`src/rtl/usb_rx_config.svh`:
```
//////////////////////////////
// constants for the full-speed receiver: sync and reset history,
// crc seeds, polynomials and residues, stuffing limit, pid sentinel
//////////////////////////////
`ifndef USB_RX_CONFIG_SVH
`define USB_RX_CONFIG_SVH

// last six mid-bit samples of a sync, oldest in the top bits: K J K J K K
`define USB_SYNC_HISTORY 12'b01_10_01_10_01_01

// history as if the line had sat at K, so neither SOP nor EOP can match
`define USB_HISTORY_RESET 12'b01_01_01_01_01_01

// crc5 covers token payloads, the residue is what a clean packet leaves behind
`define USB_CRC5_SEED 5'b11111
`define USB_CRC5_POLY 5'b00101
`define USB_CRC5_RESIDUE 5'b01100

// crc16 covers data payloads
`define USB_CRC16_SEED 16'hFFFF
`define USB_CRC16_POLY 16'h8005
`define USB_CRC16_RESIDUE 16'h800D

// the transmitter inserts a zero after this many ones in a row
`define USB_STUFF_LIMIT 6

// bit 8 walks down to bit 0 once eight pid bits have been shifted in
`define USB_PID_SENTINEL 9'b1_0000_0000

`endif

```
`src/rtl/usb_rx_pkg.sv`:
```
//////////////////////////////
// types shared by the stages of the full-speed receiver
//////////////////////////////
package usb_rx_pkg;

  // recovered line symbol, the low two bits are the {D+, D-} pair
  typedef enum logic [2:0] {
    LS_SE0 = 3'b000,
    LS_K   = 3'b001,
    LS_J   = 3'b010,
    LS_DT  = 3'b100
  } line_state_e;

  // packet type as carried in pid bits 1:0
  typedef enum logic [1:0] {
    KIND_SPECIAL   = 2'b00,
    KIND_TOKEN     = 2'b01,
    KIND_HANDSHAKE = 2'b10,
    KIND_DATA      = 2'b11
  } pkt_kind_e;

  typedef logic [3:0]  usb_pid_t;
  typedef logic [6:0]  usb_addr_t;
  typedef logic [3:0]  usb_endp_t;
  typedef logic [10:0] frame_num_t;
  typedef logic [7:0]  rx_byte_t;
  typedef logic [4:0]  crc5_t;
  typedef logic [15:0] crc16_t;

endpackage

```
`src/rtl/usb_rx_line_recovery.sv`:
```
//////////////////////////////
// line symbol recovery from the D+/D- pair with transition settling,
// and bit-phase clock recovery at four samples per bit
//////////////////////////////
`timescale 1ns/1ns

module usb_rx_line_recovery import usb_rx_pkg::*; (
  input  logic        clk_i,
  input  logic        rst_ni,
  input  logic        link_reset_i,
  input  logic        usb_dp_i,
  input  logic        usb_dn_i,
  output line_state_e symbol_o,
  output logic        symbol_valid_o,
  output logic        bit_strobe_o
);

  logic [1:0]  pair;
  line_state_e state_q, state_d;
  logic [1:0]  bit_phase_q, bit_phase_d;

  assign pair = {usb_dp_i, usb_dn_i};

  // the two wires of the pair may not flip on the same clock, so any change
  // parks the state in DT for one cycle before the pair is trusted again
  always_comb begin
    state_d = state_q;
    if (state_q == LS_DT) begin
      state_d = line_state_e'({1'b0, pair});
    end else if (pair != state_q[1:0]) begin
      state_d = LS_DT;
    end
  end

  // every DT marks a bit edge, so the phase counter realigns there
  // and free-runs through long runs without transitions
  assign bit_phase_d = (state_q == LS_DT) ? 2'd0 : bit_phase_q + 2'd1;

  always_ff @(posedge clk_i or negedge rst_ni) begin
    if (!rst_ni) begin
      state_q     <= LS_SE0;
      bit_phase_q <= 2'd0;
    end else if (link_reset_i) begin
      state_q     <= LS_SE0;
      bit_phase_q <= 2'd0;
    end else begin
      state_q     <= state_d;
      bit_phase_q <= bit_phase_d;
    end
  end

  assign symbol_o = state_q;

  // phase 1 sits in the middle of the bit, away from both edges
  assign symbol_valid_o = (bit_phase_q == 2'd1);
  assign bit_strobe_o   = (bit_phase_q == 2'd2);

endmodule

```
`src/rtl/usb_rx_packet_framer.sv`:
```
//////////////////////////////
// symbol history, sync and EOP detection, NRZI decode,
// bit-stuff removal and stuffing error flag
//////////////////////////////
`timescale 1ns/1ns
`include "usb_rx_config.svh"

module usb_rx_packet_framer import usb_rx_pkg::*; (
  input  logic        clk_i,
  input  logic        rst_ni,
  input  logic        link_reset_i,
  input  line_state_e symbol_i,
  input  logic        symbol_valid_i,
  output logic        pkt_start_o,
  output logic        pid_begin_o,
  output logic        pkt_end_o,
  output logic        rx_bit_o,
  output logic        rx_bit_valid_o,
  output logic        stuff_err_o,
  output logic        bitstuff_error_o
);

  logic [11:0] history_q, history_d;
  logic        in_packet_q, in_packet_d;
  logic        active_q, active_d;
  logic        se0_eop, see_eop, see_sop;
  logic        pid_begin, pkt_end;
  logic        din, dvalid_raw, dvalid;
  logic [6:0]  ones_q, ones_d;
  logic        seventh_one;
  logic        stuff_err_q, stuff_err_d;

  //////////////////////////////
  // packet boundaries
  //////////////////////////////

  // two bits per mid-bit sample, newest in the low bits
  assign history_d = symbol_valid_i ? {history_q[9:0], symbol_i[1:0]} : history_q;

  // two SE0 samples in a row close the packet, so does a stuffing error
  assign se0_eop = (history_q[3:0] == 4'b0000);
  assign see_eop = se0_eop || stuff_err_q;

  // a J followed by K is the first edge of a sync
  assign see_sop = (history_q[3:0] == 4'b10_01) && !in_packet_q;

  // in_packet only keeps the start strobe to one pulse per packet
  assign in_packet_d = (se0_eop || pkt_end) ? 1'b0 :
                       see_sop              ? 1'b1 : in_packet_q;

  // the packet turns active on the sample that completes the sync
  // and inactive on the sample after EOP was seen
  always_comb begin
    active_d = active_q;
    if (symbol_valid_i) begin
      if (!active_q && history_q == `USB_SYNC_HISTORY) begin
        active_d = 1'b1;
      end else if (active_q && see_eop) begin
        active_d = 1'b0;
      end
    end
  end

  assign pid_begin = active_d && !active_q;
  assign pkt_end   = !active_d && active_q;

  //////////////////////////////
  // NRZI decode and destuffing
  //////////////////////////////

  // no change between two samples is a one, a change is a zero
  assign din = (history_q[3:2] == history_q[1:0]);

  // both samples must be J or K, anything with SE0 in it carries no data
  assign dvalid_raw = active_q && symbol_valid_i && (^history_q[3:2]) && (^history_q[1:0]);

  // the bit after a full run of ones is the stuffed zero and never goes out
  assign dvalid = dvalid_raw && !(&ones_q[`USB_STUFF_LIMIT-1:0]);

  // seven ones means the transmitter missed a stuffed zero
  assign seventh_one = &ones_q;

  always_comb begin
    ones_d = ones_q;
    if (pkt_end) begin
      ones_d = '0;
    end else if (dvalid_raw) begin
      ones_d = {ones_q[5:0], din};
    end
  end

  // the error sticks until the next packet so the checker can still see it at EOP
  always_comb begin
    stuff_err_d = stuff_err_q;
    if (pid_begin) begin
      stuff_err_d = 1'b0;
    end else if (seventh_one && dvalid_raw) begin
      stuff_err_d = 1'b1;
    end
  end

  always_ff @(posedge clk_i or negedge rst_ni) begin
    if (!rst_ni) begin
      history_q   <= `USB_HISTORY_RESET;
      in_packet_q <= 1'b0;
      active_q    <= 1'b0;
      ones_q      <= '0;
      stuff_err_q <= 1'b0;
    end else if (link_reset_i) begin
      history_q   <= `USB_HISTORY_RESET;
      in_packet_q <= 1'b0;
      active_q    <= 1'b0;
      ones_q      <= '0;
      stuff_err_q <= 1'b0;
    end else begin
      history_q   <= history_d;
      in_packet_q <= in_packet_d;
      active_q    <= active_d;
      ones_q      <= ones_d;
      stuff_err_q <= stuff_err_d;
    end
  end

  assign pkt_start_o      = see_sop;
  assign pid_begin_o      = pid_begin;
  assign pkt_end_o        = pkt_end;
  assign rx_bit_o         = din;
  assign rx_bit_valid_o   = dvalid;
  assign stuff_err_o      = stuff_err_q;
  assign bitstuff_error_o = stuff_err_q && pkt_end;

endmodule

```
`src/rtl/usb_rx_pid_crc_check.sv`:
```
//////////////////////////////
// pid capture and check, crc5 and crc16 engines,
// payload length count, error pulses and packet validity
//////////////////////////////
`timescale 1ns/1ns
`include "usb_rx_config.svh"

module usb_rx_pid_crc_check import usb_rx_pkg::*; (
  input  logic      clk_i,
  input  logic      rst_ni,
  input  logic      link_reset_i,
  input  logic      rx_bit_i,
  input  logic      rx_bit_valid_i,
  input  logic      pid_begin_i,
  input  logic      pkt_end_i,
  input  logic      stuff_err_i,
  output usb_pid_t  pid_o,
  output pkt_kind_e pkt_kind_o,
  output logic      payload_bit_valid_o,
  output logic      valid_pid_o,
  output logic      valid_packet_o,
  output logic      crc5_error_o,
  output logic      crc16_error_o,
  output logic      pid_error_o
);

  logic [8:0] pid_q, pid_d;
  logic       pid_complete, pid_valid;
  pkt_kind_e  kind;
  logic       payload_bit;
  crc5_t      crc5_q, crc5_d;
  crc16_t     crc16_q, crc16_d;
  logic       crc5_valid, crc16_valid;
  logic [3:0] len_q, len_d;
  logic       len16_q, len16_d;
  logic       token_len_ok, data_len_ok, handshake_len_ok;

  //////////////////////////////
  // pid
  //////////////////////////////

  // pid arrives LSB first, the sentinel reaches bit 0 with the eighth bit
  assign pid_complete = pid_q[0];

  // high nibble is the ones complement of the low nibble
  assign pid_valid = (pid_q[4:1] == ~pid_q[8:5]);
  assign kind      = pkt_kind_e'(pid_q[2:1]);

  always_comb begin
    pid_d = pid_q;
    if (pid_begin_i) begin
      pid_d = `USB_PID_SENTINEL;
    end else if (rx_bit_valid_i && !pid_complete) begin
      pid_d = {rx_bit_i, pid_q[8:1]};
    end
  end

  // everything after the pid is payload, crc included
  assign payload_bit = rx_bit_valid_i && pid_complete;

  //////////////////////////////
  // crc and length
  //////////////////////////////

  assign crc5_valid  = (crc5_q == `USB_CRC5_RESIDUE);
  assign crc16_valid = (crc16_q == `USB_CRC16_RESIDUE);

  // both engines run on every payload bit, the packet kind picks the one that counts
  always_comb begin
    crc5_d  = crc5_q;
    crc16_d = crc16_q;
    if (pid_begin_i) begin
      crc5_d  = `USB_CRC5_SEED;
      crc16_d = `USB_CRC16_SEED;
    end else if (payload_bit) begin
      crc5_d  = {crc5_q[3:0], 1'b0} ^ ({5{rx_bit_i ^ crc5_q[4]}} & `USB_CRC5_POLY);
      crc16_d = {crc16_q[14:0], 1'b0} ^ ({16{rx_bit_i ^ crc16_q[15]}} & `USB_CRC16_POLY);
    end
  end

  // len16 latches once the 4-bit count has wrapped
  always_comb begin
    len_d   = len_q;
    len16_d = len16_q;
    if (pid_begin_i) begin
      len_d   = 4'd0;
      len16_d = 1'b0;
    end else if (payload_bit) begin
      len_d   = len_q + 4'd1;
      len16_d = len16_q || (&len_q);
    end
  end

  // a token is exactly 16 bits, data is whole bytes with at least the crc16
  assign token_len_ok     = len16_q && (len_q == 4'd0);
  assign data_len_ok      = len16_q && (len_q[2:0] == 3'd0);
  assign handshake_len_ok = !len16_q && (len_q == 4'd0);

  always_ff @(posedge clk_i or negedge rst_ni) begin
    if (!rst_ni) begin
      pid_q   <= '0;
      crc5_q  <= '0;
      crc16_q <= '0;
      len_q   <= '0;
      len16_q <= 1'b0;
    end else if (link_reset_i) begin
      pid_q   <= '0;
      crc5_q  <= '0;
      crc16_q <= '0;
      len_q   <= '0;
      len16_q <= 1'b0;
    end else begin
      pid_q   <= pid_d;
      crc5_q  <= crc5_d;
      crc16_q <= crc16_d;
      len_q   <= len_d;
      len16_q <= len16_d;
    end
  end

  //////////////////////////////
  // results
  //////////////////////////////

  assign pid_o               = pid_q[4:1];
  assign pkt_kind_o          = kind;
  assign payload_bit_valid_o = payload_bit;
  assign valid_pid_o         = pid_valid;

  assign valid_packet_o = pid_valid && !stuff_err_i &&
                          ((kind == KIND_HANDSHAKE && handshake_len_ok) ||
                           (kind == KIND_TOKEN && token_len_ok && crc5_valid) ||
                           (kind == KIND_DATA && data_len_ok && crc16_valid));

  // error pulses only line up with the end of the packet
  assign crc5_error_o  = pkt_end_i && (kind == KIND_TOKEN) && !crc5_valid;
  assign crc16_error_o = pkt_end_i && (kind == KIND_DATA) && !crc16_valid;
  assign pid_error_o   = pkt_end_i && !pid_valid;

endmodule

```
`src/rtl/usb_rx_payload_decode.sv`:
```
//////////////////////////////
// token field capture and data byte deserialisation
//////////////////////////////
`timescale 1ns/1ns

module usb_rx_payload_decode import usb_rx_pkg::*; (
  input  logic       clk_i,
  input  logic       rst_ni,
  input  logic       link_reset_i,
  input  logic       rx_bit_i,
  input  logic       payload_bit_valid_i,
  input  logic       pid_begin_i,
  input  pkt_kind_e  pkt_kind_i,
  output usb_addr_t  addr_o,
  output usb_endp_t  endp_o,
  output frame_num_t frame_num_o,
  output logic       rx_data_put_o,
  output rx_byte_t   rx_data_o
);

  logic [11:0] token_q, token_d, token_next;
  logic        token_shift;
  usb_addr_t   addr_q;
  usb_endp_t   endp_q;
  frame_num_t  frame_q;
  logic [8:0]  byte_q, byte_d;
  logic        byte_full;

  // token payload is 11 bits LSB first, followed by the crc5 which is ignored here
  assign token_shift = payload_bit_valid_i && (pkt_kind_i == KIND_TOKEN) && !token_q[0];
  assign token_next  = {rx_bit_i, token_q[11:1]};

  always_comb begin
    token_d = token_q;
    if (pid_begin_i) begin
      token_d = 12'b1000_0000_0000;
    end else if (token_shift) begin
      token_d = token_next;
    end
  end

  // bytes are LSB first, the sentinel in bit 0 is also the put strobe
  assign byte_full = byte_q[0];

  always_comb begin
    byte_d = byte_q;
    if (pid_begin_i || byte_full) begin
      byte_d = 9'b1_0000_0000;
    end
    if (payload_bit_valid_i && (pkt_kind_i == KIND_DATA)) begin
      byte_d = {rx_bit_i, byte_q[8:1]};
    end
  end

  always_ff @(posedge clk_i or negedge rst_ni) begin
    if (!rst_ni) begin
      token_q <= '0;
      addr_q  <= '0;
      endp_q  <= '0;
      frame_q <= '0;
      byte_q  <= '0;
    end else if (link_reset_i) begin
      token_q <= '0;
      addr_q  <= '0;
      endp_q  <= '0;
      frame_q <= '0;
      byte_q  <= '0;
    end else begin
      token_q <= token_d;
      byte_q  <= byte_d;
      // fields load with the eleventh bit and then hold until the next token
      if (token_shift && token_next[0]) begin
        addr_q  <= token_next[7:1];
        endp_q  <= token_next[11:8];
        frame_q <= token_next[11:1];
      end
    end
  end

  assign addr_o        = addr_q;
  assign endp_o        = endp_q;
  assign frame_num_o   = frame_q;
  assign rx_data_put_o = byte_full;
  assign rx_data_o     = byte_q[8:1];

endmodule

```
`src/rtl/usb_fs_rx.sv`:
```
//////////////////////////////
// usb full-speed packet receiver top level,
// line recovery, framing, checking and payload stages
//////////////////////////////
`timescale 1ns/1ns

module usb_fs_rx import usb_rx_pkg::*; (
  input  logic       clk_i,
  input  logic       rst_ni,
  input  logic       link_reset_i,
  input  logic       usb_dp_i,
  input  logic       usb_dn_i,
  output logic       bit_strobe_o,
  output logic       pkt_start_o,
  output logic       pkt_end_o,
  output usb_pid_t   pid_o,
  output usb_addr_t  addr_o,
  output usb_endp_t  endp_o,
  output frame_num_t frame_num_o,
  output logic       rx_data_put_o,
  output rx_byte_t   rx_data_o,
  output logic       valid_pid_o,
  output logic       valid_packet_o,
  output logic       crc5_error_o,
  output logic       crc16_error_o,
  output logic       pid_error_o,
  output logic       bitstuff_error_o
);

  line_state_e symbol;
  logic        symbol_valid;
  logic        rx_bit, rx_bit_valid;
  logic        pid_begin, pkt_end, stuff_err;
  logic        payload_bit_valid;
  pkt_kind_e   pkt_kind;

  // pair to mid-bit symbols
  usb_rx_line_recovery u_line_recovery (
    .clk_i          (clk_i),
    .rst_ni         (rst_ni),
    .link_reset_i   (link_reset_i),
    .usb_dp_i       (usb_dp_i),
    .usb_dn_i       (usb_dn_i),
    .symbol_o       (symbol),
    .symbol_valid_o (symbol_valid),
    .bit_strobe_o   (bit_strobe_o)
  );

  // symbols to destuffed bits and packet boundaries
  usb_rx_packet_framer u_packet_framer (
    .clk_i            (clk_i),
    .rst_ni           (rst_ni),
    .link_reset_i     (link_reset_i),
    .symbol_i         (symbol),
    .symbol_valid_i   (symbol_valid),
    .pkt_start_o      (pkt_start_o),
    .pid_begin_o      (pid_begin),
    .pkt_end_o        (pkt_end),
    .rx_bit_o         (rx_bit),
    .rx_bit_valid_o   (rx_bit_valid),
    .stuff_err_o      (stuff_err),
    .bitstuff_error_o (bitstuff_error_o)
  );

  usb_rx_pid_crc_check u_pid_crc_check (
    .clk_i               (clk_i),
    .rst_ni              (rst_ni),
    .link_reset_i        (link_reset_i),
    .rx_bit_i            (rx_bit),
    .rx_bit_valid_i      (rx_bit_valid),
    .pid_begin_i         (pid_begin),
    .pkt_end_i           (pkt_end),
    .stuff_err_i         (stuff_err),
    .pid_o               (pid_o),
    .pkt_kind_o          (pkt_kind),
    .payload_bit_valid_o (payload_bit_valid),
    .valid_pid_o         (valid_pid_o),
    .valid_packet_o      (valid_packet_o),
    .crc5_error_o        (crc5_error_o),
    .crc16_error_o       (crc16_error_o),
    .pid_error_o         (pid_error_o)
  );

  // the payload stage sees only bits that follow a complete pid
  usb_rx_payload_decode u_payload_decode (
    .clk_i               (clk_i),
    .rst_ni              (rst_ni),
    .link_reset_i        (link_reset_i),
    .rx_bit_i            (rx_bit),
    .payload_bit_valid_i (payload_bit_valid),
    .pid_begin_i         (pid_begin),
    .pkt_kind_i          (pkt_kind),
    .addr_o              (addr_o),
    .endp_o              (endp_o),
    .frame_num_o         (frame_num_o),
    .rx_data_put_o       (rx_data_put_o),
    .rx_data_o           (rx_data_o)
  );

  assign pkt_end_o = pkt_end;

endmodule

```
`config.mk`:
```
export PLATFORM = sky130hd
export DESIGN_NAME = usb_fs_rx
export DESIGN_NICKNAME = d
export VERILOG_FILES = /design/src/rtl/usb_rx_pkg.sv /design/src/rtl/usb_rx_line_recovery.sv /design/src/rtl/usb_rx_packet_framer.sv /design/src/rtl/usb_rx_pid_crc_check.sv /design/src/rtl/usb_rx_payload_decode.sv /design/src/rtl/usb_fs_rx.sv
export VERILOG_INCLUDE_DIRS = /design/src /design/src/rtl
export SDC_FILE = /design/constraint.sdc
export NUM_CORES = 1
export LEC_CHECK = 0
export ABC_CLOCK_PERIOD_IN_PS = 6400
export BUFFER_PORTS_ARGS = -buffer_cell sky130_fd_sc_hd__buf_4
export CELL_PAD_IN_SITES_DETAIL_PLACEMENT = 1
export CELL_PAD_IN_SITES_GLOBAL_PLACEMENT = 1
export CORE_MARGIN = 2
export CORE_UTILIZATION = 50
export DETAILED_ROUTE_END_ITERATION = 12
export PLACE_DENSITY = 0.84
export SLEW_MARGIN = 15
export SYNTH_ARGS = -nofsm -noshare
export SYNTH_HDL_FRONTEND = slang
export SYNTH_SLANG_ARGS = --single-unit
```
`constraint.sdc`:
```
create_clock -name clk_i -period 6.4 [get_ports clk_i]
set_input_delay 1.28 -clock clk_i [delete_from_list [all_inputs] [get_ports clk_i]]
set_output_delay 1.28 -clock clk_i [all_outputs]
set_load 0.01 [all_outputs]
```
==> results of run 1 <==
## per-stage QoR
step	total power, mW	util (%)	cell area [um2]	setup WS, ns
after floorplan	0.661	-	4660	3.51
after global placement	0.687	53.7	4920	3.26
after detailed placement	0.691	53.7	4920	3.15
after CTS	1.04	55.5	5080	2.73
after global routing	1.08	55.5	5080	2.56
final	1.03	55.5	5080	2.75
## worst paths after layout
check | from | endpoint
max | u_line_recovery.bit_phase_q[1] | crc16_error_o
min | u_line_recovery.bit_phase_q[0] | u_line_recovery.bit_phase_q[0]
max reg2reg | u_line_recovery.bit_phase_q[1] | u_pid_crc_check.crc16_q[2]
min reg2reg | u_line_recovery.bit_phase_q[0] | u_line_recovery.bit_phase_q[0]
max in group asynchronous | rst_ni | u_pid_crc_check.crc16_q[1]
min in group asynchronous | rst_ni | u_payload_decode.byte_q[2]
## routing by layer
metal	vias up	GRT usage [%]	wire, um
li1	1615	-	-
met1	1764	31.2	5070
met2	57	36.6	5350
met3	20	2.98	287
met4	0	9.17	184
met5	-	0	0
## where the power goes
part           switching [mW]  leakage (nW)  internal [mW]
Combinational          0.0507          1.01         0.0215
Sequential            0.00660          1.29          0.600
Clock                   0.211        0.0825          0.140
Total                   0.268          2.39          0.761
## sequential cells by signal, summed over array words and instances (netlist names), 2 cells and up
register / flops
u_payload_decode.frame_num_o: 10
u_pid_crc_check.crc16_q: 16
u_line_recovery.symbol_o: 3
u_packet_framer.ones_q: 7
u_pid_crc_check.len_q: 4
u_packet_framer.history_q: 12
u_payload_decode.byte_q: 9
u_pid_crc_check.pid_q: 9
u_payload_decode.token_q: 12
u_line_recovery.bit_phase_q: 2
u_pid_crc_check.crc5_q: 5
## area by class of cell
cell class / count / area, um2 / area share [%]
Clock buffer: 10 / 128 / 2.51
Clock inverter: 5 / 35.0 / 0.690
Inverter: 14 / 52.6 / 1.03
Multi-Input combinational cell: 305 / 1980 / 38.9
Sequential cell: 94 / 2360 / 46.5
Tap cell: 111 / 139 / 2.73
Timing Repair Buffer: 52 / 390 / 7.68
## cells by family after synthesis
logic type,after synthesis
DFF,94
buffers and inverters,56
muxes,40
AOI/OAI and AO/OA,72
and+or+nand+nor,173
xor gates and xnor gates,11
adders and majority gates,9
## cell usage after synthesis (2+ instances only)
| library cell | instances |
|---|---|
| a22o_1 | 7 |
| dfstp_2 | 6 |
| nand2b_1 | 3 |
| clkbuf_1 | 8 |
| buf_4 | 18 |
| o211a_1 | 2 |
| a31oi_1 | 20 |
| or4_1 | 2 |
| nor3_1 | 14 |
| nand2_1 | 63 |
| nand4_1 | 4 |
| xnor2_1 | 9 |
| mux2i_1 | 40 |
| xor2_1 | 2 |
| nor2_1 | 52 |
| buf_6 | 4 |
| nor4b_1 | 2 |
| nand4bb_1 | 2 |
| nor4_1 | 4 |
| ha_1 | 9 |
| inv_1 | 14 |
| o21ai_0 | 4 |
| dfrtp_1 | 88 |
| buf_2 | 11 |
| nand3_1 | 6 |
| or3_1 | 3 |
| o211ai_1 | 5 |
| and2_1 | 2 |
| a21oi_1 | 20 |
| nor3b_1 | 4 |
| and4_1 | 2 |
| o2111ai_1 | 3 |
| and3_1 | 2 |
## critical path: stages (launching register included)
cell and delay, ns:
dfrtp_1 0.40, inv_1 0.07, ha_1 0.74, nand2_1 0.25, nor2_1 0.22, and4_1 0.21, buf_4 0.12
==> reports/results.ini, run 1 <==
[clocking]
cts_root_buf = clkbuf_8
cts_buffers = 9
path_clk_slew_ns = 0.09
cts_tree = built
post-cts-setup-buffers = 0
cts_resized = 0
holdBufCountCts = 0
cts_max_path_buffers = 2
numClockSinks = 94
clock_latency_ns = 0.36
htree_levels = 3

[die]
die_h_um = 101
placementRows = 35
die_x_um = 101
core-area_um2 = 9150
die_area_um2 = 10100
initial_core_util_pct = 50.9
pin_count = 49

[placed_design]
hpwl_mm = 7.39
dp_cells = 576
routabilityCongestion = 0.790
io_buffers = 48

[timing]
fin_worst_skew_ns = 0.0175
period_needed_ns = 3.65
final-max-slew-violation-count = 0
hold_viol = 0
rsz0062_at_grt = no
tns_ns = 0
whs_ns = 0.476
worst_pin_slew_ns = 0.957
maxSlewHeadroom_pct = 36.2
setup_violations = 0
clock.fmax_ghz = 0.274
finalCritPeriodShare_pct = 57.1

[global_route]
first_global_vias = 3583
grt_antenna_before_repair = 0
track_usage_pct = 22.7
grt_max_degree = 75
grt_pass1_wl_mm = 18.1
overflow = 0

[final_layout]
diodes = 0
fill_cells = 1034
syn2layout_area_growth_pct = 9.08
mostFrequentLayoutCells = dfrtp_1 (88), nand2_1 (63), nor2_1 (52), buf_4 (52), mux2i_1 (40)
fin_cells = 591
drive_gt1_share_pct = 16.5
layout_commonest_cell = dfrtp_1
layout.nets = 490

[route]
drc = 0
vias_per_cell = 5.85
drtIter0Drc = 108
vias = 3456
wl_per_cell_um = 18.4
drtPass1Iterations = 4
ant_nets = 0
wl_mm = 10.9

[synthesis]
synth_area_leaders = dfrtp_1 (47%), mux2i_1 (8.6%), nand2_1 (5.1%)
synthCells = 455
synth_mux_area_share_pct = 8.60
yosysUniqueCellTypes = 53
synth_seq_cells = 94
synth_top_family_by_area = simple AND/OR/NAND/NOR gates
synth_flop_cell = dfrtp_1
synth-adder-area-share_pct = 2.42
synthSimpleGateAreaFrac_pct = 17.8
synth_compound_area_share_pct = 11.6
synth_fp_nets = 469
ys_warn_count = 0
synth-edff-count = 0
async_reset_ff_share_pct = 100
ys_seq_area_share_pct = 50.7
synth_top_area_share_pct = 47.3
synth_top_area_cell = dfrtp_1
synth-xor-area-share_pct = 2.07
avgSynthCellArea_um2 = 10.2
syn-cell-area_um2 = 4660

[setup_path]
worst-endpoint-arrival_ns = 2.37
r2r_slack_ns = 3.28
start_kind = register
endpoint_kind = primary output
crit_required_ns = 5.12
cp_max_fo = 19
rr_worst_depth = 6
worstSetupPathType = reg2out

[power_and_ir_drop]
vdd_ir_drop_max_v = 0.0000878
cellPowerDensity_nw_per_um2 = 203
power_leakage_nw = 2.39

[hold_path]
worstHoldPathCells = 1
hold_path_class = reg2reg

[status]
status = completed

[flow_run]
maxCapViolations = 0

Note: power is estimated with default switching activity, not from simulation.
==> run 2: changes to the inputs <==
--- a/config.mk
+++ b/config.mk
@@ -6,14 +6,14 @@
 export SDC_FILE = /design/constraint.sdc
 export NUM_CORES = 1
 export LEC_CHECK = 0
-export ABC_CLOCK_PERIOD_IN_PS = 6400
+export ABC_CLOCK_PERIOD_IN_PS = 3800
 export BUFFER_PORTS_ARGS = -buffer_cell sky130_fd_sc_hd__buf_4
 export CELL_PAD_IN_SITES_DETAIL_PLACEMENT = 1
 export CELL_PAD_IN_SITES_GLOBAL_PLACEMENT = 1
 export CORE_MARGIN = 2
-export CORE_UTILIZATION = 50
+export CORE_UTILIZATION = 46
 export DETAILED_ROUTE_END_ITERATION = 12
-export PLACE_DENSITY = 0.84
+export PLACE_DENSITY = 0.78
 export SLEW_MARGIN = 15
 export SYNTH_ARGS = -nofsm -noshare
 export SYNTH_HDL_FRONTEND = slang
==> constraint.sdc (replaced) <==
create_clock -name clk_i -period 3.8 [get_ports clk_i]
set_input_delay 0.76 -clock clk_i [delete_from_list [all_inputs] [get_ports clk_i]]
set_output_delay 0.76 -clock clk_i [all_outputs]
set_load 0.01 [all_outputs]
==> run 2 against run 1 <==
- combinational power rose by 73%
- clock power rose by 110%
- sequential share of layout area fell by 0.90 points
- critical path depth fell by 1
- highest routed layer unchanged
==> reports/results.ini, run 2 (same netlist as run 1, synthesis figures left out) <==
[timing]
rsz0062_at_grt = no  ; unchanged
tns_ns = 0  ; unchanged
setup_violations = 0  ; unchanged
hold_viol = 0  ; unchanged
clock.fmax_ghz = 0.333
final-max-slew-violation-count = 0  ; unchanged
worst_pin_slew_ns = 0.978  ; was 0.957 ns
maxSlewHeadroom_pct = 34.2  ; was 36.2%
fin_worst_skew_ns = 0.0105  ; was 0.0175 ns
period_needed_ns = 3.01
finalCritPeriodShare_pct = 79.1

[setup_path]
start_kind = register  ; unchanged
endpoint_kind = primary output  ; unchanged
worstSetupPathType = reg2out  ; unchanged
worst-endpoint-arrival_ns = 2.25  ; was 2.37 ns
crit_required_ns = 3.04  ; was 5.12 ns
cp_max_fo = 12  ; was 19

[power_and_ir_drop]
vdd_ir_drop_max_v = 0.000213  ; was 0.0000878 V
power_leakage_nw = 2.42  ; was 2.39 nW
p_sw_share_pct = 23.8  ; was 26.0%
seqPwrFrac_pct = 54.6  ; was 58.9%
cellPowerDensity_nw_per_um2 = 361  ; was 203 nW/um2
p_int_mw = 1.42  ; was 0.761 mW
switchingPower_mw = 0.445  ; was 0.268 mW
pwr-share-comb_pct = 6.7  ; was 7.0%
total_power_mw = 1.87  ; was 1.03 mW
power_frac_clock_pct = 38.8  ; was 34.1%

[placed_design]
hpwl_mm = 7.66  ; was 7.39 mm
io_buffers = 48  ; unchanged
dp_cells = 600  ; was 576
routabilityCongestion = 0.772  ; was 0.790

[global_route]
track_usage_pct = 21.5  ; was 22.7%
grt_max_degree = 50  ; was 75
overflow = 0  ; unchanged
first_global_vias = 3633  ; was 3583
grt_pass1_wl_mm = 18.8  ; was 18.1 mm
grt_antenna_before_repair = 0  ; unchanged

[final_layout]
layout.nets = 492  ; was 490
layout_commonest_cell = dfrtp_1  ; unchanged
diodes = 0  ; unchanged
regMostFlops = u_pid_crc_check.crc16_q  ; unchanged
fin_cells = 616  ; was 591
reg_top3 = u_pid_crc_check.crc16_q: 16 flops, u_packet_framer.history_q: 12 flops, u_payload_decode.token_q: 12 flops  ; unchanged
mostFrequentLayoutCells = dfrtp_1 (88), nand2_1 (63), buf_4 (54), nor2_1 (52), mux2i_1 (40)  ; was dfrtp_1 (88), nand2_1 (63), nor2_1 (52), buf_4 (52), mux2i_1 (40)
drive_gt1_share_pct = 17.0  ; was 16.5%
largest_reg_flops = 16  ; unchanged
syn2layout_area_growth_pct = 11.2  ; was 9.08%

[die]
die_x_um = 105  ; was 101 um
initial_core_util_pct = 47.4  ; was 50.9%
die_area_um2 = 10900  ; was 10100 um2
pin_count = 49  ; unchanged
placementRows = 36  ; was 35
core-area_um2 = 9820  ; was 9150 um2
die_h_um = 105  ; was 101 um

[clocking]
htree_levels = 3  ; unchanged
numClockSinks = 94  ; unchanged
cts_buffers = 9  ; unchanged
cts_tree = built  ; unchanged
cts_resized = 0  ; unchanged
post-cts-setup-buffers = 0  ; unchanged
cts_root_buf = clkbuf_8  ; unchanged
clock_latency_ns = 0.36  ; about the same
holdBufCountCts = 0  ; unchanged
path_clk_slew_ns = 0.09  ; about the same
cts_max_path_buffers = 2  ; unchanged

[route]
drc = 0  ; unchanged
wl_per_cell_um = 18.1  ; was 18.4 um
ant_nets = 0  ; unchanged
drtPass1Iterations = 4  ; unchanged
drtIter0Drc = 106  ; was 108
wl_mm = 11.2  ; was 10.9 mm
vias_per_cell = 5.62  ; was 5.85
vias = 3460  ; was 3456

[flow_run]
maxCapViolations = 0  ; unchanged

[hold_path]
hold_path_class = in2async  ; was reg2reg

[status]
status = completed  ; unchanged

-- run 2: power by group through the flow --
stage	logic, mW	registers (mW)	clock network, mW
after floorplan	0.0777	1.04	0
after global placement	0.121	1.04	0
after detailed placement	0.125	1.04	0
after CTS	0.127	1.02	0.738
after global routing	0.139	1.02	0.780
final	0.125	1.02	0.724
-- run 2: per-stage QoR --
step / util, % / instance area (um2) / setup WS [ns] / hold slack (ns)
CTS: 52.8 / 5180 / 0.716 / 0.391
floorplan: - / 4660 / 1.43 / 0.438
global route: 52.8 / 5180 / 0.556 / 0.410
detailed placement: 50.5 / 4960 / 1.01 / 0.477
finish: 52.8 / 5180 / 0.795 / 0.374
global placement: 50.5 / 4960 / 1.11 / 0.450
-- run 2: worst paths after layout --
kind	startpoint	slack, ns	depth (start not counted)	endpoint
max	u_pid_crc_check.pid_q[1]	0.79	5	valid_packet_o
min reg2reg	u_line_recovery.bit_phase_q[0]	0.48	1	u_line_recovery.bit_phase_q[0]
max in group asynchronous	rst_ni	2.63	2	u_packet_framer.history_q[0]
min in group clk_i	u_line_recovery.bit_phase_q[0]	0.48	1	u_line_recovery.bit_phase_q[0]
min	rst_ni	0.37	1	u_payload_decode.byte_q[0]
max reg2reg	u_packet_framer.history_q[0]	0.98	6	u_pid_crc_check.crc16_q[2]
-- run 2: final cells by class --
cell class	instances	area, um2
clock buffers	14	183
flip-flops and latches	94	2360
inverters	14	52.6
repair buffers	54	405
clock inverters	2	37.5
multi-input cells	305	1980
fillers	1125	4640
well taps	133	166
-- run 2: per-layer routing --
metal / global-route usage [%] / vias to the layer above / part of all wire [%]
met5: 0 / - / 0
met2: 36.5 / 46 / 50
met1: 28.6 / 1786 / 46
met4: 6.00 / 0 / 1.2
met3: 3.62 / 13 / 2.6
li1: - / 1615 / -
-- run 2: critical path, stage by stage, from the launching register on --
cell and delay (ns):
dfrtp_1 0.64, xnor2_1 0.14, nor4_1 0.62, o2111ai_1 0.21, nor2_1 0.14, buf_4 0.13
==> run 3: changes to the inputs <==
--- a/config.mk
+++ b/config.mk
@@ -6,12 +6,13 @@
 export SDC_FILE = /design/constraint.sdc
 export NUM_CORES = 1
 export LEC_CHECK = 0
-export ABC_CLOCK_PERIOD_IN_PS = 3800
+export ABC_AREA = 1
+export ABC_CLOCK_PERIOD_IN_PS = 2790
 export BUFFER_PORTS_ARGS = -buffer_cell sky130_fd_sc_hd__buf_4
 export CELL_PAD_IN_SITES_DETAIL_PLACEMENT = 1
 export CELL_PAD_IN_SITES_GLOBAL_PLACEMENT = 1
 export CORE_MARGIN = 2
-export CORE_UTILIZATION = 46
+export CORE_UTILIZATION = 44
 export DETAILED_ROUTE_END_ITERATION = 12
 export PLACE_DENSITY = 0.78
 export SLEW_MARGIN = 15
==> constraint.sdc (replaced) <==
create_clock -name clk_i -period 2.79 [get_ports clk_i]
set_input_delay 0.558 -clock clk_i [delete_from_list [all_inputs] [get_ports clk_i]]
set_output_delay 0.558 -clock clk_i [all_outputs]
set_load 0.01 [all_outputs]
==> run 3 against run 2 <==
- critical endpoint is now crc16_error_o
- largest power group unchanged
- setup slack worse by 0.62 ns
- clock-buffer cell count decreased by 1
- synthesized cell count up 18%
- worst hold slack got worse by 0.28 ns
- wire length fell by 1.6%
==> reports/results.ini, run 3 <==
[power_and_ir_drop]
vdd_ir_drop_max_v = 0.000226  ; was 0.000213 V
power_leakage_nw = 2.66  ; was 2.42 nW
total_power_mw = 2.51  ; was 1.87 mW
cellPowerDensity_nw_per_um2 = 487  ; was 361 nW/um2

[final_layout]
largest_reg_flops = 16  ; unchanged
post-route-util_pct = 50.6  ; was 52.8%
drive_gt1_share_pct = 15.9  ; was 17.0%
layout.nets = 588  ; was 492
syn2layout_area_growth_pct = 13.1  ; was 11.2%
fin_cells = 713  ; was 616
diodes = 0  ; unchanged
reg_top3 = u_pid_crc_check.crc16_q: 16 flops, u_packet_framer.history_q: 12 flops, u_payload_decode.token_q: 12 flops  ; unchanged
mostFrequentLayoutCells = nand2_1 (163), dfrtp_1 (88), nand3_1 (58), buf_4 (53), inv_1 (49)  ; was dfrtp_1 (88), nand2_1 (63), buf_4 (54), nor2_1 (52), mux2i_1 (40)
regMostFlops = u_pid_crc_check.crc16_q  ; unchanged
layout_commonest_cell = nand2_1  ; was dfrtp_1

[route]
drc = 0  ; unchanged
ant_nets = 0  ; unchanged
vias = 3659  ; was 3460
vias_per_cell = 5.13  ; was 5.62
drtPass1Iterations = 4  ; unchanged
wl_per_cell_um = 15.4  ; was 18.1 um
drtIter0Drc = 125  ; was 106
wl_mm = 11.0  ; was 11.2 mm

[die]
die_area_um2 = 11200  ; was 10900 um2
initial_core_util_pct = 44.7  ; was 47.4%
placementRows = 37  ; was 36
pin_count = 49  ; unchanged
core-area_um2 = 10200  ; was 9820 um2
die_h_um = 106  ; was 105 um
die_x_um = 106  ; was 105 um

[synthesis]
synth-edff-count = 0  ; unchanged
ys_seq_area_share_pct = 51.8  ; was 50.7%
avgSynthCellArea_um2 = 8.47  ; was 10.2 um2
synth_top_area_share_pct = 48.3  ; was 47.3%
ys_warn_count = 0  ; unchanged
synth_area_leaders = dfrtp_1 (48%), nand2_1 (13%), nand3_1 (6.4%)  ; was dfrtp_1 (47%), mux2i_1 (8.6%), nand2_1 (5.1%)
async_reset_ff_share_pct = 100  ; unchanged
synth_flop_cell = dfrtp_1  ; unchanged
synth_top_area_cell = dfrtp_1  ; unchanged
syn-cell-area_um2 = 4560  ; was 4660 um2
synthCells = 538  ; was 455
synth_fp_nets = 552  ; was 469
synth_seq_cells = 94  ; unchanged
yosysUniqueCellTypes = 35  ; was 53
ys_top_cells_by_count = nand2_1 (163), dfrtp_1 (88), nand3_1 (58)  ; was dfrtp_1 (88), nand2_1 (63), nor2_1 (52)
yosysMostFrequentCell = nand2_1  ; was dfrtp_1

[setup_path]
rr_worst_depth = 9  ; was 6
worstReg2RegEnd = u_payload_decode.frame_num_o[2]  ; was u_pid_crc_check.crc16_q[2]
start_kind = register  ; unchanged
worst-endpoint-arrival_ns = 2.06  ; was 2.25 ns
crit_start = u_packet_framer.history_q[3]  ; was u_pid_crc_check.pid_q[1]
worstPathCellList = inv_1, ha_1, nand2_1, a21oi_2, inv_1, a211oi_1, buf_4  ; was xnor2_1, nor4_1, o2111ai_1, nor2_1, buf_4
worstSetupPathType = reg2out  ; unchanged
endpoint_kind = primary output  ; unchanged
critPathMaxStageDelay_ns = 0.42  ; was 0.64 ns
crit_required_ns = 2.23  ; was 3.04 ns
cp_top_family = compound AO/OA/AOI/OAI gates  ; was simple AND/OR/NAND/NOR gates
cp_max_fo = 4  ; was 12
cp_common_cell = inv_1
crit_cells = 7  ; was 5
endpoint = crc16_error_o  ; was valid_packet_o
path_buf_inv = 3  ; was 1
r2r_slack_ns = 0.51  ; was 0.98 ns
critPathSlowestCell = dfrtp_1  ; unchanged
reg2reg_from = u_packet_framer.history_q[2]  ; was u_packet_framer.history_q[0]

[placed_design]
hpwl_mm = 7.93  ; was 7.66 mm
io_buffers = 48  ; unchanged
dp_cells = 699  ; was 600
routabilityCongestion = 0.794  ; was 0.772

[timing]
rsz0062_at_grt = no  ; unchanged
maxSlewHeadroom_pct = 67.2  ; was 34.2%
worst_pin_slew_ns = 0.490  ; was 0.978 ns
clock.fmax_ghz = 0.382
final-max-slew-violation-count = 0  ; unchanged
tns_ns = 0  ; unchanged
fin_worst_skew_ns = 0.0108  ; was 0.0105 ns
whs_ns = 0.0978  ; was 0.374 ns
hold_viol = 0  ; unchanged
period_needed_ns = 2.62
setup_violations = 0  ; unchanged
finalCritPeriodShare_pct = 93.9

[clocking]
numClockSinks = 94  ; unchanged
clock_latency_ns = 0.37  ; was 0.36 ns
cts_max_path_buffers = 2  ; unchanged
post-cts-setup-buffers = 0  ; unchanged
path_clk_slew_ns = 0.08  ; was 0.09 ns
cts_root_buf = clkbuf_8  ; unchanged
cts_buffers = 9  ; unchanged
cts_tree = built  ; unchanged
htree_levels = 3  ; unchanged

[global_route]
grt_antenna_before_repair = 0  ; unchanged
overflow = 0  ; unchanged
grt_pass1_wl_mm = 18.9  ; was 18.8 mm
first_global_vias = 3852  ; was 3633
grt_max_degree = 51  ; was 50
track_usage_pct = 21.1  ; was 21.5%

[hold_path]
hold_path_class = in2async  ; unchanged

[status]
status = completed  ; unchanged

[flow_run]
maxCapViolations = 0  ; unchanged

## run 3: changes by cell type in the layout (fill, tap and decap cells not counted), moves of 18 or more
cell | previous run | this run
nand2_1 | 63 | 163
nand3_1 | 6 | 58
mux2i_1 | 40 | 0
inv_1 | 14 | 49
a31oi_1 | 20 | 0
a21oi_1 | 20 | 39
nor2_1 | 52 | 34
## run 3: how the worst min path moves through the flow
stage,start,to,slack (ns),depth (start not counted)
after global routing,rst_ni,u_packet_framer.history_q[9],0.11,1
after detailed placement,u_line_recovery.bit_phase_q[0],u_line_recovery.bit_phase_q[0],0.48,1
after global placement,u_line_recovery.bit_phase_q[0],u_line_recovery.bit_phase_q[0],0.45,1
after floorplan,rst_ni,u_line_recovery.bit_phase_q[0],0.26,0
after CTS,rst_ni,u_packet_framer.in_packet_q,0.10,1
final,rst_ni,u_packet_framer.history_q[9],0.1,1
## run 3: cells by family (layout without fill, tap and decap cells)
group	count (synthesis)	after routing	synth area share, %
buf+inv	82	121	8.43
simple gates	281	281	28.2
flops	94	94	51.8
fa+ha+maj	9	9	2.47
xor+xnor	7	7	1.35
compound gates	65	65	7.74
## run 3: through the flow
stage / worst slack [ns] / instance area, um2
global route: 0.0623 / 5150
CTS: 0.0341 / 5150
floorplan: 0.699 / 4560
detailed placement: 0.439 / 4960
finish: 0.171 / 5150
global placement: 0.506 / 4960
## run 3: what timing repair did
item	CTS	global route
hold buffers	0	0
setup endpoints to repair	0	1
hold endpoints to repair	0	0
resized for setup	0	1
## run 3: layer usage
metal	vias to the layer above	global-route usage, %	share of wire [%]
met3	15	3.03	2.8
li1	1787	-	-
met2	51	34.2	47
met5	-	0	0
met1	1806	29.0	48
met4	0	7.71	1.8
## run 3: power breakdown
part	internal [mW]	total [mW]	switching, mW
combinational	0.0529	0.199	0.146
sequential	1.39	1.41	0.0176
clock	0.455	0.900	0.445
## run 3: final cells by class
class | instances | area [um2]
fillers | 1255 | 5030
flip-flops and latches | 94 | 2360
multi-input cells | 362 | 1820
repair buffers | 54 | 418
inverters | 53 | 201
well taps | 136 | 170
clock buffers | 13 | 159
clock inverters | 1 | 30.0
